`src/design/cpuPkg.sv`:
```
// Shared widths, opcodes, ALU function codes and the host address map, imported by every core module
`default_nettype none
package cpuPkg;

   localparam int DataWidth    = 16;  // Data path and register width
   localparam int RegAddrWidth = 3;   // Eight architectural registers
   localparam int ImemDepth    = 256; // Instruction memory size in 16-bit words

   // Major opcodes in instr[15:11]
   localparam logic [4:0] OpHalt  = 5'b00000;
   localparam logic [4:0] OpNop   = 5'b00001;
   localparam logic [4:0] OpJ     = 5'b00100;
   localparam logic [4:0] OpJr    = 5'b00101;
   localparam logic [4:0] OpJal   = 5'b00110;
   localparam logic [4:0] OpJalr  = 5'b00111;
   localparam logic [4:0] OpAddi  = 5'b01000;
   localparam logic [4:0] OpSubi  = 5'b01001;
   localparam logic [4:0] OpXori  = 5'b01010;
   localparam logic [4:0] OpAndni = 5'b01011;
   localparam logic [4:0] OpBeqz  = 5'b01100;
   localparam logic [4:0] OpBnez  = 5'b01101;
   localparam logic [4:0] OpBltz  = 5'b01110;
   localparam logic [4:0] OpBgez  = 5'b01111;
   localparam logic [4:0] OpLbi   = 5'b11000;
   localparam logic [4:0] OpAlu   = 5'b11011; // Register form, function in instr[1:0]

   // Function field of OpAlu, also used as the ALU operation select
   localparam logic [1:0] FnAdd  = 2'b00;
   localparam logic [1:0] FnSub  = 2'b01;
   localparam logic [1:0] FnXor  = 2'b10;
   localparam logic [1:0] FnAndn = 2'b11;

   localparam logic [RegAddrWidth-1:0] LinkReg = 3'd7; // Written by JAL and JALR

   // Host address map in byte addresses on the 12-bit APB address
   localparam logic [11:0] ImemBase   = 12'h000; // Write only, 2 bytes per word
   localparam logic [11:0] RegBase    = 12'h400; // Read only, 2 bytes per register
   localparam logic [11:0] CtrlAddr   = 12'h800; // Bit 0 written high starts a run
   localparam logic [11:0] StatusAddr = 12'h804; // Bit 0 running, bit 1 halted

endpackage
`default_nettype wire

```
`src/design/hostPort.sv`:
```
// APB slave that loads the program, starts runs, reports status and exposes registers after halt
`default_nettype none
module hostPort import cpuPkg::*; (
   input  logic                    clk,
   input  logic                    rst,
   input  logic                    psel,
   input  logic                    penable,
   input  logic                    pwrite,
   input  logic [11:0]             paddr,
   input  logic [DataWidth-1:0]    pwdata,
   input  logic                    halt,
   input  logic [DataWidth-1:0]    dbgData,
   output logic [DataWidth-1:0]    prdata,
   output logic                    pready,
   output logic                    pslverr,
   output logic                    imemWrEn,
   output logic [7:0]              imemAddr,
   output logic [DataWidth-1:0]    imemData,
   output logic                    run,
   output logic                    start,
   output logic [RegAddrWidth-1:0] dbgAddr
);

   logic                 running, halted;
   logic                 imemHit, regHit, ctrlHit, statusHit, unmapped;
   logic                 setupPhase, accessDone, accessErr;
   logic [DataWidth-1:0] readValue;

   // Odd byte addresses match nothing
   assign imemHit   = (paddr[11:9] == ImemBase[11:9]) && !paddr[0];
   assign regHit    = (paddr[11:4] == RegBase[11:4]) && !paddr[0];
   assign ctrlHit   = (paddr == CtrlAddr);
   assign statusHit = (paddr == StatusAddr);
   assign unmapped  = !(imemHit || regHit || ctrlHit || statusHit);

   assign setupPhase = psel && !penable;
   assign accessDone = psel && penable && pready && !pslverr; // Faulted transfers do nothing

   always_comb begin
      accessErr = unmapped;
      if (pwrite) begin
         if (regHit || statusHit)             accessErr = 1'b1; // Read-only spaces
         if ((imemHit || ctrlHit) && running) accessErr = 1'b1; // No reload or restart mid-run
      end else if (regHit && running) begin
         accessErr = 1'b1; // Registers are only stable after halt
      end
   end

   always_comb begin
      if (statusHit)   readValue = {{(DataWidth-2){1'b0}}, halted, running};
      else if (regHit) readValue = dbgData;
      else             readValue = '0; // Memory and control read back as zero
   end

   // Response is prepared in the setup cycle so the first access cycle completes
   always_ff @(posedge clk) begin
      if (rst) begin
         pready  <= 1'b0;
         pslverr <= 1'b0;
         prdata  <= '0;
      end else begin
         pready  <= setupPhase;
         pslverr <= setupPhase && accessErr;
         if (setupPhase) prdata <= (pwrite || accessErr) ? '0 : readValue;
      end
   end

   assign imemWrEn = accessDone && pwrite && imemHit;
   assign imemAddr = paddr[8:1];
   assign imemData = pwdata;
   assign start    = accessDone && pwrite && ctrlHit && pwdata[0];
   assign dbgAddr  = paddr[RegAddrWidth:1];
   assign run      = running && !halt; // Fetch stops at the same edge that retires HALT

   // Start and halt cannot coincide since start is refused while running
   always_ff @(posedge clk) begin
      if (rst) begin
         running <= 1'b0;
         halted  <= 1'b0;
      end else if (start) begin
         running <= 1'b1;
         halted  <= 1'b0;
      end else if (halt) begin
         running <= 1'b0;
         halted  <= 1'b1;
      end
   end

   assert property (@(posedge clk) disable iff (rst) pready |-> (psel && penable))
      else $error("pready high outside an APB access phase");

endmodule
`default_nettype wire

```
`config.mk`:
```
export PLATFORM = sky130hd
export DESIGN_NAME = hostPort
export DESIGN_NICKNAME = d
export VERILOG_FILES = /design/src/design/cpuPkg.sv /design/src/design/hostPort.sv
export SDC_FILE = /design/constraint.sdc
export NUM_CORES = 1
export LEC_CHECK = 0
export BUFFER_PORTS_ARGS = -buffer_cell sky130_fd_sc_hd__buf_4
export CORE_ASPECT_RATIO = 0.75
export CORE_UTILIZATION = 38
export CTS_BUF_LIST = sky130_fd_sc_hd__clkbuf_8
export CTS_CLUSTER_SIZE = 8
export DETAILED_ROUTE_END_ITERATION = 6
export PLACE_DENSITY = 0.92
export SYNTH_ARGS = -nofsm -noshare
export SYNTH_HDL_FRONTEND = slang
export SYNTH_SLANG_ARGS = --single-unit
```
`constraint.sdc`:
```
create_clock -name clk -period 1.7 [get_ports clk]
set_input_delay 0.17 -clock clk [delete_from_list [all_inputs] [get_ports clk]]
set_output_delay 0.17 -clock clk [all_outputs]
set_load 0.02 [all_outputs]
```
* Word-level counts from Yosys, hierarchy flattened
Index checks and enable logic that the tools add are counted.
Storage, ports and cells: output and inout bits 48, bits in latches 0, logic and storage cells 45, memories kept 0, ROM bits 0, memory bits (writable) 0, register bits after elaboration 20, input port bits 50
Cells by class: bitwise operators 0, div/mod/pow operators 0, shift-type cells 0, reductions and logical operators 28, equality and inequality tests 3, muxes and demuxes 9, $lt $le $gt $ge 0, add/subtract/negate cells 0, multipliers 0
Operators by type and width (number):
- $mux W16 | 3
- $eq A12 B12 Y1 const B | 2
- $logic_and A1 B1 Y1 | 14
- $eq A8 B7 Y1 const B | 1
- $logic_or A1 B1 Y1 | 6
- $mux W1 | 6
- $logic_not A1 Y1 | 5
- $logic_not A3 Y1 | 1
- $reduce_bool A2 Y1 | 1
- $reduce_or A2 Y1 | 1

* Depth between registers and ports, before layout
Gate-level depths: netlist (run 1).
depth after elaboration 11, depth in mapped cells 5, gate-level depth less buffers 4

* Least setup slack after synthesis (run 1)
No wires, ideal clock.
path kind input -> register, start in paddr[5], end reg running, library setup time 0.059 ns, buffers on the path 0, data required time 1.641 ns, stages 4, path slack 0.042 ns, arrival 1.599 ns, path through or4_4 -> or2_4 -> nor4_4 -> o21ba_1
On the way: longest elaborated chain between the ends 4, elaborated cells on any way between the ends 5, those cells by class eq/ne (1); mux (1); reduce/logical (3)
RTL lines:
- start: declaration | RTL line hostPort.sv:9 | input logic [11:0] paddr,
- $eq A12 B12 Y1 * | RTL line hostPort.sv:32 | assign ctrlHit = (paddr == CtrlAddr);
- $logic_and A1 B1 Y1 * (2 in a row) | RTL line hostPort.sv:71 | assign start = accessDone && pwrite && ctrlHit && pwdata[0];
- via start | RTL line hostPort.sv:20 | output logic start,
- $mux W1 / $reduce_bool A2 Y1 (equally long branches)
- end signal: assignment | RTL line hostPort.sv:78 | running <= 1'b0;
- end signal: assignment | RTL line hostPort.sv:81 | running <= 1'b1;
- end signal: assignment | RTL line hostPort.sv:84 | running <= 1'b0;
- end: declaration | RTL line hostPort.sv:24 | logic running, halted;
The timed path passes the listed nets; every way through them passes the cells marked *. A chain may end at the register's enable or synchronous reset.

* Final worst setup path (run 1)
start in paddr[10], end out start
On the way: longest elaborated chain between the ends 3
RTL lines (RTL line):
- $eq A12 B12 Y1 | hostPort.sv:32
- $logic_and A1 B1 Y1 (2 in a row) | hostPort.sv:71
- end: declaration | hostPort.sv:20
No other way between the ends.

==> results of run 1 <==
sequential cells by signal, summed over array words and instances (netlist names):
name	flops
pready	1
pslverr	1
halted	1
running	1
prdata	16
placed cells by master (no fill, tap or decap), types with 2 or more instances in the layout:
cell type	n
o21ai_0	3
a32oi_1	2
nor2_1	20
nor3_1	2
inv_1	3
dfxtp_1	20
nor4_4	2
buf_4	72
a22oi_1	15
nand2_1	3
or3_4	2
clkbuf_8	3
cells by family after synthesis:
family / Yosys count / share of synthesized area (%)
simple gates: 42 / 23.13
buf+inv: 35 / 22.09
compound gates: 26 / 17.95
flops: 20 / 36.82
metrics by stage:
step | power [uW] | util (%) | std cells | worst slack [ns]
2_1_floorplan | 615.2 | - | 123 | 0.04177
3_3_place_gp | 649.9 | 54.98 | 200 | 0.01354
3_5_place_dp | 652.6 | 54.98 | 200 | 0.002588
4_1_cts | 1119 | 57.66 | 204 | 0.005644
5_1_grt | 1155 | 58.04 | 204 | 0.02048
6_report | 1106 | 58.04 | 204 | 0.07515
worst max path at each step:
| stage | cells past startpoint | endpoint | from |
|---|---|---|---|
| finish | 5 | start | paddr[10] |
| global route | 4 | start | pslverr |
| CTS | 5 | start | paddr[10] |
| detailed placement | 5 | start | paddr[5] |
| global placement | 5 | start | paddr[5] |
| floorplan | 4 | running | paddr[5] |
power by group through the flow:
stage / clock, uW / combinational, uW / sequential, uW
floorplan: 0 / 127 / 488
global placement: 0 / 165 / 485
detailed placement: 0 / 167 / 485
CTS: 476 / 168 / 474
global route: 498 / 182 / 475
finish: 462 / 170 / 474
metal layers:
metal | part of all wire (%) | vias up | GRT usage, % | routed length (um)
met1 | 44 | 462 | 23.46 | 1188
met4 | 0.93 | 0 | 7.197 | 25
li1 | - | 503 | - | -
met5 | 0 | - | 0 | 0
met2 | 48 | 42 | 28.90 | 1293
met3 | 6.2 | 8 | 3.538 | 167
worst min-delay path, cell delays in order:
cell	delay [ns]
buf_4	0.08
a22oi_1	0.05
nor2_1	0.07
repair_timing:
item | 4_1_cts | 5_1_grt
setup endpoints to repair | 1 | 1
endpoints found under the hold margin | 0 | 0
pin swaps | 1 | 0
gates resized for setup | 0 | 2
final cells by class:
cell class                 instances  area, um2
clock buffer                       3      41.29
clock inverter                     1      30.03
fill                             248       1117
inverter                           3      11.26
multi-input combinational         68      456.7
sequential                        20      400.4
tap                               36      45.04
timing repair buffer              73      560.5
==> flow_metrics.env, run 1 <==
export IMPL_synthArstFlopShare_pct=0
export IMPL_synthTopCellsByArea="dfxtp_1, buf_4, a22oi_1"
export IMPL_pwr_share_seq_pct=42.9
export IMPL_yosysTopAreaCellShare_pct=36.82
export IMPL_finalSetupViolations=0
export IMPL_rows=16
export IMPL_drt_first_pass_iters=4
export IMPL_power_switching_uw=231.4
export IMPL_cts_buffer_depth=2
export IMPL_dp_hpwl_um=2130
export IMPL_synthesis_instances=123
export IMPL_worstPathRequired_ns=1.53
export IMPL_p_per_area_nw_per_um2=716.0
export IMPL_combPwrFrac_pct=15.4
export IMPL_design_core_area_um2=2663
export IMPL_nNetsFinal=219
export IMPL_clkPwrFrac_pct=41.8
export IMPL_rsz0062_at_grt="false"
export IMPL_cts_tree="built"
export IMPL_worst_pin_slew_ns=0.3793
export IMPL_clock_sinks=20
export IMPL_clk_latency_ns=0.25
export IMPL_antenna_found_initial=0
export IMPL_yosys_warnings=0
export IMPL_p_int_uw=875.1
export IMPL_r2r_cells=5
export IMPL_portBuffers=67
export IMPL_ys_ff_latch=20
export IMPL_drv_cap=0
export IMPL_grt_pass1_vias=955
export IMPL_worstSetupEndpointType="output pin"
export IMPL_grt_max_degree=19
export IMPL_synth_cell_types=32
export IMPL_dieHeight_um=48.33
export IMPL_worstHoldPathCells=3
export IMPL_drive_gt1_share_pct=50.60
export IMPL_crit_chain="buf_4, or3_4, or3_4, nor4_4, buf_4"
export IMPL_cpPeakStageDelay_ns=0.40
export IMPL_slew_headroom_pct=74.06
export IMPL_maxSlewViolCount=0
export IMPL_initial_core_util_pct=40.84
export IMPL_syn_area_per_cell_um2=8.840
export IMPL_ios=98
export IMPL_drc_errors=0
export IMPL_p_leak_uw=0.0006984
export IMPL_path_max_fanout=6
export IMPL_wl_per_cell_um=13.11
export IMPL_hold_end="prdata[7]"
export IMPL_grt_overflow=0
export IMPL_final_area_um2=1545
export IMPL_cts_hold_buf=0
export IMPL_rr_startpoint="running"
export IMPL_vias=1015
export IMPL_ant_nets=0
export IMPL_wl_um=2675
export IMPL_hold_class="in2reg"
export IMPL_whs_ns=0.1485
export IMPL_synth_edf_count=0
export IMPL_rrSetupSlack_ns=0.15
export IMPL_fmax_ghz=0.6154
export IMPL_path_class="in2out"
export IMPL_startpoint_type="input port"
export IMPL_diodes=0
export IMPL_fin_setup_tns_ns=0
export IMPL_via_per_inst=4.975
export IMPL_crit_family="simple AND/OR/NAND/NOR gates"
export IMPL_area_delta_synth_final_pct=42.12
export IMPL_fin_crit_ns=1.625
export IMPL_rr_endpoint="prdata[10]"
export IMPL_syn_nets=173
export IMPL_synth_ff_type="dfxtp_1"
export IMPL_place_gp_congestion=0.8130
export IMPL_placed_area_um2=1464
export IMPL_grt_pass1_wl_um=4450
export IMPL_yosysSeqAreaShare_pct=36.82
export IMPL_synth_most_common_cell="buf_4"
export IMPL_fin_skew_ns=0.001731
export IMPL_grt_use_total_pct=17.94
export IMPL_ir_worst_vdd_v=0.0004255
export IMPL_die_area_um2=3081
export IMPL_die_x_um=63.77
export IMPL_critPathSlowestCell="or3_4"
export IMPL_swShare_pct=20.91
export IMPL_cts_buffers=3
export IMPL_status="completed"
export IMPL_hold_viol_final=0
export IMPL_syn_cell_area_um2=1087
export IMPL_detail_route_iter0_violations=52
export IMPL_post_cts_setup_buffers=0
export IMPL_hp_start="dbgData[7]"
export IMPL_yosysTopAreaCell="dfxtp_1"
export IMPL_cp_buffers_inverters=2
export IMPL_fin_crit_sh_pct=95.58
export IMPL_htree_levels=1
export IMPL_synthTopCellsByCount="buf_4, dfxtp_1, nor2_1, a22oi_1, clkbuf_1"
export IMPL_clk_pin_slew_ns=0.07
export IMPL_worstPathArrival_ns=1.45
export IMPL_cts_root_buffer="clkbuf_8"
No activity file was read; power rests on OpenSTA's default activity.
==> inputs of run 2 (changes only) <==
--- a/config.mk
+++ b/config.mk
@@ -6,7 +6,6 @@
 export NUM_CORES = 1
 export LEC_CHECK = 0
 export BUFFER_PORTS_ARGS = -buffer_cell sky130_fd_sc_hd__buf_4
-export CORE_ASPECT_RATIO = 0.75
 export CORE_UTILIZATION = 38
 export CTS_BUF_LIST = sky130_fd_sc_hd__clkbuf_8
 export CTS_CLUSTER_SIZE = 8
==> run 2 against run 1 <==
  * The flow now finishes with violations (DRC, setup timing)
  * Register-to-register slack about the same
  * Via count up 3.1%
  * Power down 15%
  * Core utilization down 1.9 points
  * First-iteration DRC count down 25%
  * Combinational power about the same
  * Worst setup slack worse by 0.076 ns
  * Hold slack better by 0.0081 ns
  * Global-route usage down 2.1 points
  * Non-clock buffer count up 2
  * Clock-buffer cell count unchanged
  * Cell count down 2.0%
  * Critical endpoint unchanged
  * Largest power group unchanged
==> flow_metrics.env, run 2 (same netlist as run 1, synthesis figures left out) <==
export IMPL_utilization_pct=56.16
export IMPL_via_per_inst=5.230
export IMPL_fillers=249
export IMPL_dp_hpwl_um=1921
export IMPL_path_class="in2out"
export IMPL_cts_hold_buf=0
export IMPL_ios=98
export IMPL_regMostFlops="prdata"
export IMPL_area_delta_synth_final_pct=41.20
export IMPL_detail_route_iter0_violations=39
export IMPL_antenna_found_initial=0
export IMPL_clk_pin_slew_ns=0.06
export IMPL_dieHeight_um=55.49
export IMPL_die_area_um2=3079
export IMPL_pre_cts_slack_ns=-0.01248
export IMPL_wl_um=2500
export IMPL_setup_slack_ns=-0.0008532
export IMPL_layout_common_cells="buf_4, nor2_1, dfxtp_1"
export IMPL_wl_per_cell_um=12.50
export IMPL_fin_setup_tns_ns=-0.0008532
export IMPL_cpPeakStageDelay_ns=0.39
export IMPL_vias=1046
export IMPL_worst_pin_slew_ns=0.4348
export IMPL_startpoint_type="input port"
export IMPL_path_max_fanout=3
export IMPL_critPathSlowestCell="or3_4"
export IMPL_finalSetupViolations=1
export IMPL_largest_reg_flops=16
export IMPL_grt_pass1_vias=877
export IMPL_fin_skew_ns=0.001632
export IMPL_htree_levels=1
export IMPL_multi_input_area_um2=456.7
export IMPL_initial_core_util_pct=39.77
export IMPL_cts_buffer_depth=2
export IMPL_hold_class="in2reg"
export IMPL_fin_crit_ns=1.701
export IMPL_worstSetupEndpointType="output pin"
export IMPL_ir_worst_vdd_v=0.0008800
export IMPL_rsz0062_at_grt="true"
export IMPL_grt_pass1_wl_um=3967
export IMPL_clk_latency_ns=0.25
export IMPL_die_x_um=55.49
export IMPL_drc_errors=4
export IMPL_cts_buffers=3
export IMPL_fin_crit_sh_pct=100.1
export IMPL_slew_headroom_pct=70.26
export IMPL_rows=19
export IMPL_crit_top_cell="or3_4"
export IMPL_diodes=0
export IMPL_ant_nets=0
export IMPL_maxSlewViolCount=0
export IMPL_portBuffers=67
export IMPL_grt_max_degree=19
export IMPL_p_per_area_nw_per_um2=610.0
export IMPL_nNetsFinal=221
export IMPL_design_core_area_um2=2734
export IMPL_p_leak_uw=0.0006969
export IMPL_seqCellArea_um2=400.4
export IMPL_clock_sinks=20
export IMPL_worstPathArrival_ns=1.53
export IMPL_violations="DRC, setup timing"
export IMPL_place_gp_congestion=0.8026
export IMPL_drive_gt1_share_pct=50.89
export IMPL_layout_commonest_cell="buf_4"
export IMPL_worstPathRequired_ns=1.53
export IMPL_grt_overflow=0
export IMPL_drt_first_pass_iters=7
export IMPL_whs_ns=0.1566
export IMPL_fmax_ghz=0.5879
export IMPL_hold_viol_final=0
export IMPL_status="complete, but fails checks"
export IMPL_cts_root_buffer="clkbuf_8"
export IMPL_cts_tree="built"
export IMPL_grt_use_total_pct=15.84
export IMPL_drv_cap=0
export IMPL_crit_chain="buf_6, or3_4, or3_4, nor4_4, buf_4"
[run 2: layout make-up]
| type | count | share of cell area [%] |
|---|---|---|
| flip-flops and latches | 20 | 26.08 |
| clock buffers | 3 | 2.689 |
| multi-input cells | 68 | 29.75 |
| well taps | 31 | 2.526 |
| inverters | 3 | 0.7335 |
| repair buffers | 75 | 38.22 |
[run 2: where the power goes]
part | switching, uW | total (uW) | internal [uW]
logic | 79.5 | 173 | 93.4
registers | 2.04 | 475 | 473
clock network | 132 | 289 | 157
[run 2: final timing paths]
check | cells after the start | startpoint | to | slack, ns
setup / recovery | 5 | paddr[3] | start | -0.0009
hold / removal | 3 | dbgData[3] | prdata[3] | 0.16
setup reg to reg | 5 | running | prdata[12] | 0.14
hold reg to reg | 2 | prdata[1] | prdata[1] | 0.46
[run 2: through the flow]
| stage | power, uW | std cells | instance area (um2) |
|---|---|---|---|
| after floorplan | 615.2 | 123 | 1087 |
| after global placement | 649.7 | 195 | 1458 |
| after detailed placement | 651.1 | 195 | 1458 |
| after CTS | 942.4 | 198 | 1508 |
| after global routing | 986.0 | 200 | 1535 |
| final | 936.5 | 200 | 1535 |
[run 2: worst max-delay path: cells and delay by family]
family	cells	cell delay, ns
AND/OR/NAND/NOR	3	1.07
buffers and inverters	2	0.28
[run 2: what timing repair did]
item                                    CTS  global route
gates resized for setup                   2             3
endpoints found under the setup margin    1             1
setup buffers                             0             2
pin swaps                                 0             3
[run 2: metal layers]
metal | up-vias | wire length (um) | global-route usage [%]
met5 | - | 0 | 0
met4 | 0 | 12 | 3.214
met3 | 2 | 210 | 5.152
met2 | 55 | 1213 | 24.96
met1 | 483 | 1064 | 21.26
li1 | 506 | - | -
==> inputs of run 3 (changes only) <==
--- a/config.mk
+++ b/config.mk
@@ -6,7 +6,9 @@
 export NUM_CORES = 1
 export LEC_CHECK = 0
 export BUFFER_PORTS_ARGS = -buffer_cell sky130_fd_sc_hd__buf_4
-export CORE_UTILIZATION = 38
+export CELL_PAD_IN_SITES_DETAIL_PLACEMENT = 1
+export CELL_PAD_IN_SITES_GLOBAL_PLACEMENT = 1
+export CORE_UTILIZATION = 25
 export CTS_BUF_LIST = sky130_fd_sc_hd__clkbuf_8
 export CTS_CLUSTER_SIZE = 8
 export DETAILED_ROUTE_END_ITERATION = 6
==> run 3 against run 2 <==
  * Global-route usage fell by 1.4 points
  * Die area rose by 50%
  * Sequential share of layout area fell by 0.86 points
  * Cell count rose by 11%
  * Largest cell class unchanged
  * Worst setup slack got worse by 0.017 ns
  * Highest routed layer unchanged
  * Clock power rose by 69%
  * Power rose by 22%
  * Critical path depth did not move
  * Clock-buffer cell count did not move
  * Wire length rose by 33%
  * The flow finishes with violations (setup timing)
  * Core utilization fell by 17 points
  * First-iteration DRC count rose by 18%
  * Critical path type unchanged
==> flow_metrics.env, run 3 (same netlist as run 1, synthesis figures left out) <==
export IMPL_hold_end="prdata[14]"
export IMPL_fin_crit_sh_pct=101.1
export IMPL_violations="setup timing"
export IMPL_slew_headroom_pct=74.29
export IMPL_cts_buffers=3
export IMPL_path_class="in2out"
export IMPL_ios=98
export IMPL_clock_sinks=20
export IMPL_layout_commonest_cell="buf_4"
export IMPL_pre_cts_slack_ns=-0.02979
export IMPL_rrSetupSlack_ns=0.14
export IMPL_hp_start="dbgData[14]"
export IMPL_cts_tree="built"
export IMPL_drc_errors=0
export IMPL_setup_slack_ns=-0.01810
export IMPL_layout_common_cells="buf_4, nor2_1, dfxtp_1"
export IMPL_dp_hpwl_um=2578
export IMPL_worstPathArrival_ns=1.55
export IMPL_grt_pass1_wl_um=5009
export IMPL_worstSetupEndpointType="output pin"
export IMPL_worst_pin_slew_ns=0.3759
export IMPL_rsz0062_at_grt="true"
export IMPL_clk_pin_slew_ns=0.08
export IMPL_htree_levels=1
export IMPL_wl_per_cell_um=15.04
export IMPL_fmax_ghz=0.5820
export IMPL_vias=1064
export IMPL_antenna_found_initial=0
export IMPL_drive_gt1_share_pct=50.88
export IMPL_ir_worst_vdd_v=0.0003567
export IMPL_grt_use_total_pct=14.41
export IMPL_wl_um=3324
export IMPL_via_per_inst=4.814
export IMPL_drv_cap=0
export IMPL_hold_viol_final=0
export IMPL_die_x_um=67.95
export IMPL_finalSetupViolations=1
export IMPL_ant_nets=0
export IMPL_design_core_area_um2=4086
export IMPL_fin_skew_ns=0.001858
export IMPL_fin_crit_ns=1.718
export IMPL_place_gp_congestion=0.7828
export IMPL_grt_pass1_vias=1029
export IMPL_p_per_area_nw_per_um2=716.9
export IMPL_maxSlewViolCount=0
export IMPL_hold_class="in2reg"
export IMPL_worstPathRequired_ns=1.53
export IMPL_cts_hold_buf=0
export IMPL_drt_first_pass_iters=4
export IMPL_largest_reg_flops=16
export IMPL_dieHeight_um=67.95
export IMPL_grt_overflow=0
export IMPL_rr_endpoint="prdata[6]"
export IMPL_portBuffers=67
export IMPL_p_leak_uw=0.0007143
export IMPL_path_max_fanout=3
export IMPL_regMostFlops="prdata"
export IMPL_startpoint_type="input port"
export IMPL_rr_startpoint="running"
export IMPL_diodes=0
export IMPL_utilization_pct=38.85
export IMPL_status="complete, but fails checks"
export IMPL_nNetsFinal=222
export IMPL_cts_root_buffer="clkbuf_8"
export IMPL_r2r_cells=5
export IMPL_initial_core_util_pct=26.61
export IMPL_clk_latency_ns=0.26
export IMPL_detail_route_iter0_violations=46
export IMPL_cts_buffer_depth=2
export IMPL_worstHoldPathCells=3
export IMPL_rows=23
export IMPL_grt_max_degree=19
export IMPL_area_delta_synth_final_pct=46.03
export IMPL_die_area_um2=4617
run 3: cell types whose count changed in the layout (fill, tap and decap cells not counted), sizes merged:
cell    delta
bufinv     +1
buf        +1
run 3: through the flow:
stage               instances  power, uW  area, um2  TNS (ns)  hold slack, ns
floorplan                 123      615.2       1087         0          0.3183
global placement          215      654.1       1489         0          0.3401
detailed placement        215      659.2       1489  -0.05843          0.3401
CTS                       219       1156       1565         0          0.1347
global route              221       1187       1588  -0.06298          0.1447
finish                    221       1138       1588  -0.01810          0.1421
run 3: worst max-delay path by stage:
stage | from | end | slack [ns]
after global placement | paddr[5] | start | 0.01
after floorplan | paddr[5] | running | 0.04
after global routing | paddr[8] | start | -0.06
final | paddr[8] | start | -0.02
after CTS | pslverr | start | 0.007
after detailed placement | paddr[5] | start | -0.03
run 3: worst max-delay path: stages:
cell and delay (ns):
buf_6 0.09, or4_4 0.52, or2_4 0.29, nor4_4 0.28, buf_4 0.19
run 3: per-layer routing:
| layer | GRT usage, % | part of all wire (%) | routed length [um] |
|---|---|---|---|
| met1 | 16.92 | 40 | 1317 |
| met5 | 0 | 0 | 0 |
| met4 | 5.208 | 1.4 | 46 |
| met2 | 26.23 | 54 | 1809 |
| met3 | 2.000 | 4.5 | 150 |
run 3: area by class of cell:
type / count / area [um2]
tap: 50 / 62.56
inverter: 3 / 11.26
sequential: 20 / 400.4
clock buffer: 3 / 41.29
clock inverter: 1 / 30.03
timing repair buffer: 76 / 590.6
fill: 507 / 2499
multi-input combinational: 68 / 451.7
run 3: timing repair:
item | in CTS | in global routing
pin swaps | 1 | 3
buffers inserted | 0 | 2
hold endpoints to repair | 0 | 0
resized for setup | 1 | 2
setup endpoints to repair | 1 | 1
run 3: report_power, final:
part,internal [uW],total [uW],switching (uW),leakage [uW]
sequential,472,474,2.32,0.000162
clock,314,487,173,0.0000357
combinational,92.4,176,84.0,0.000517
total,879,1140,259,0.000714
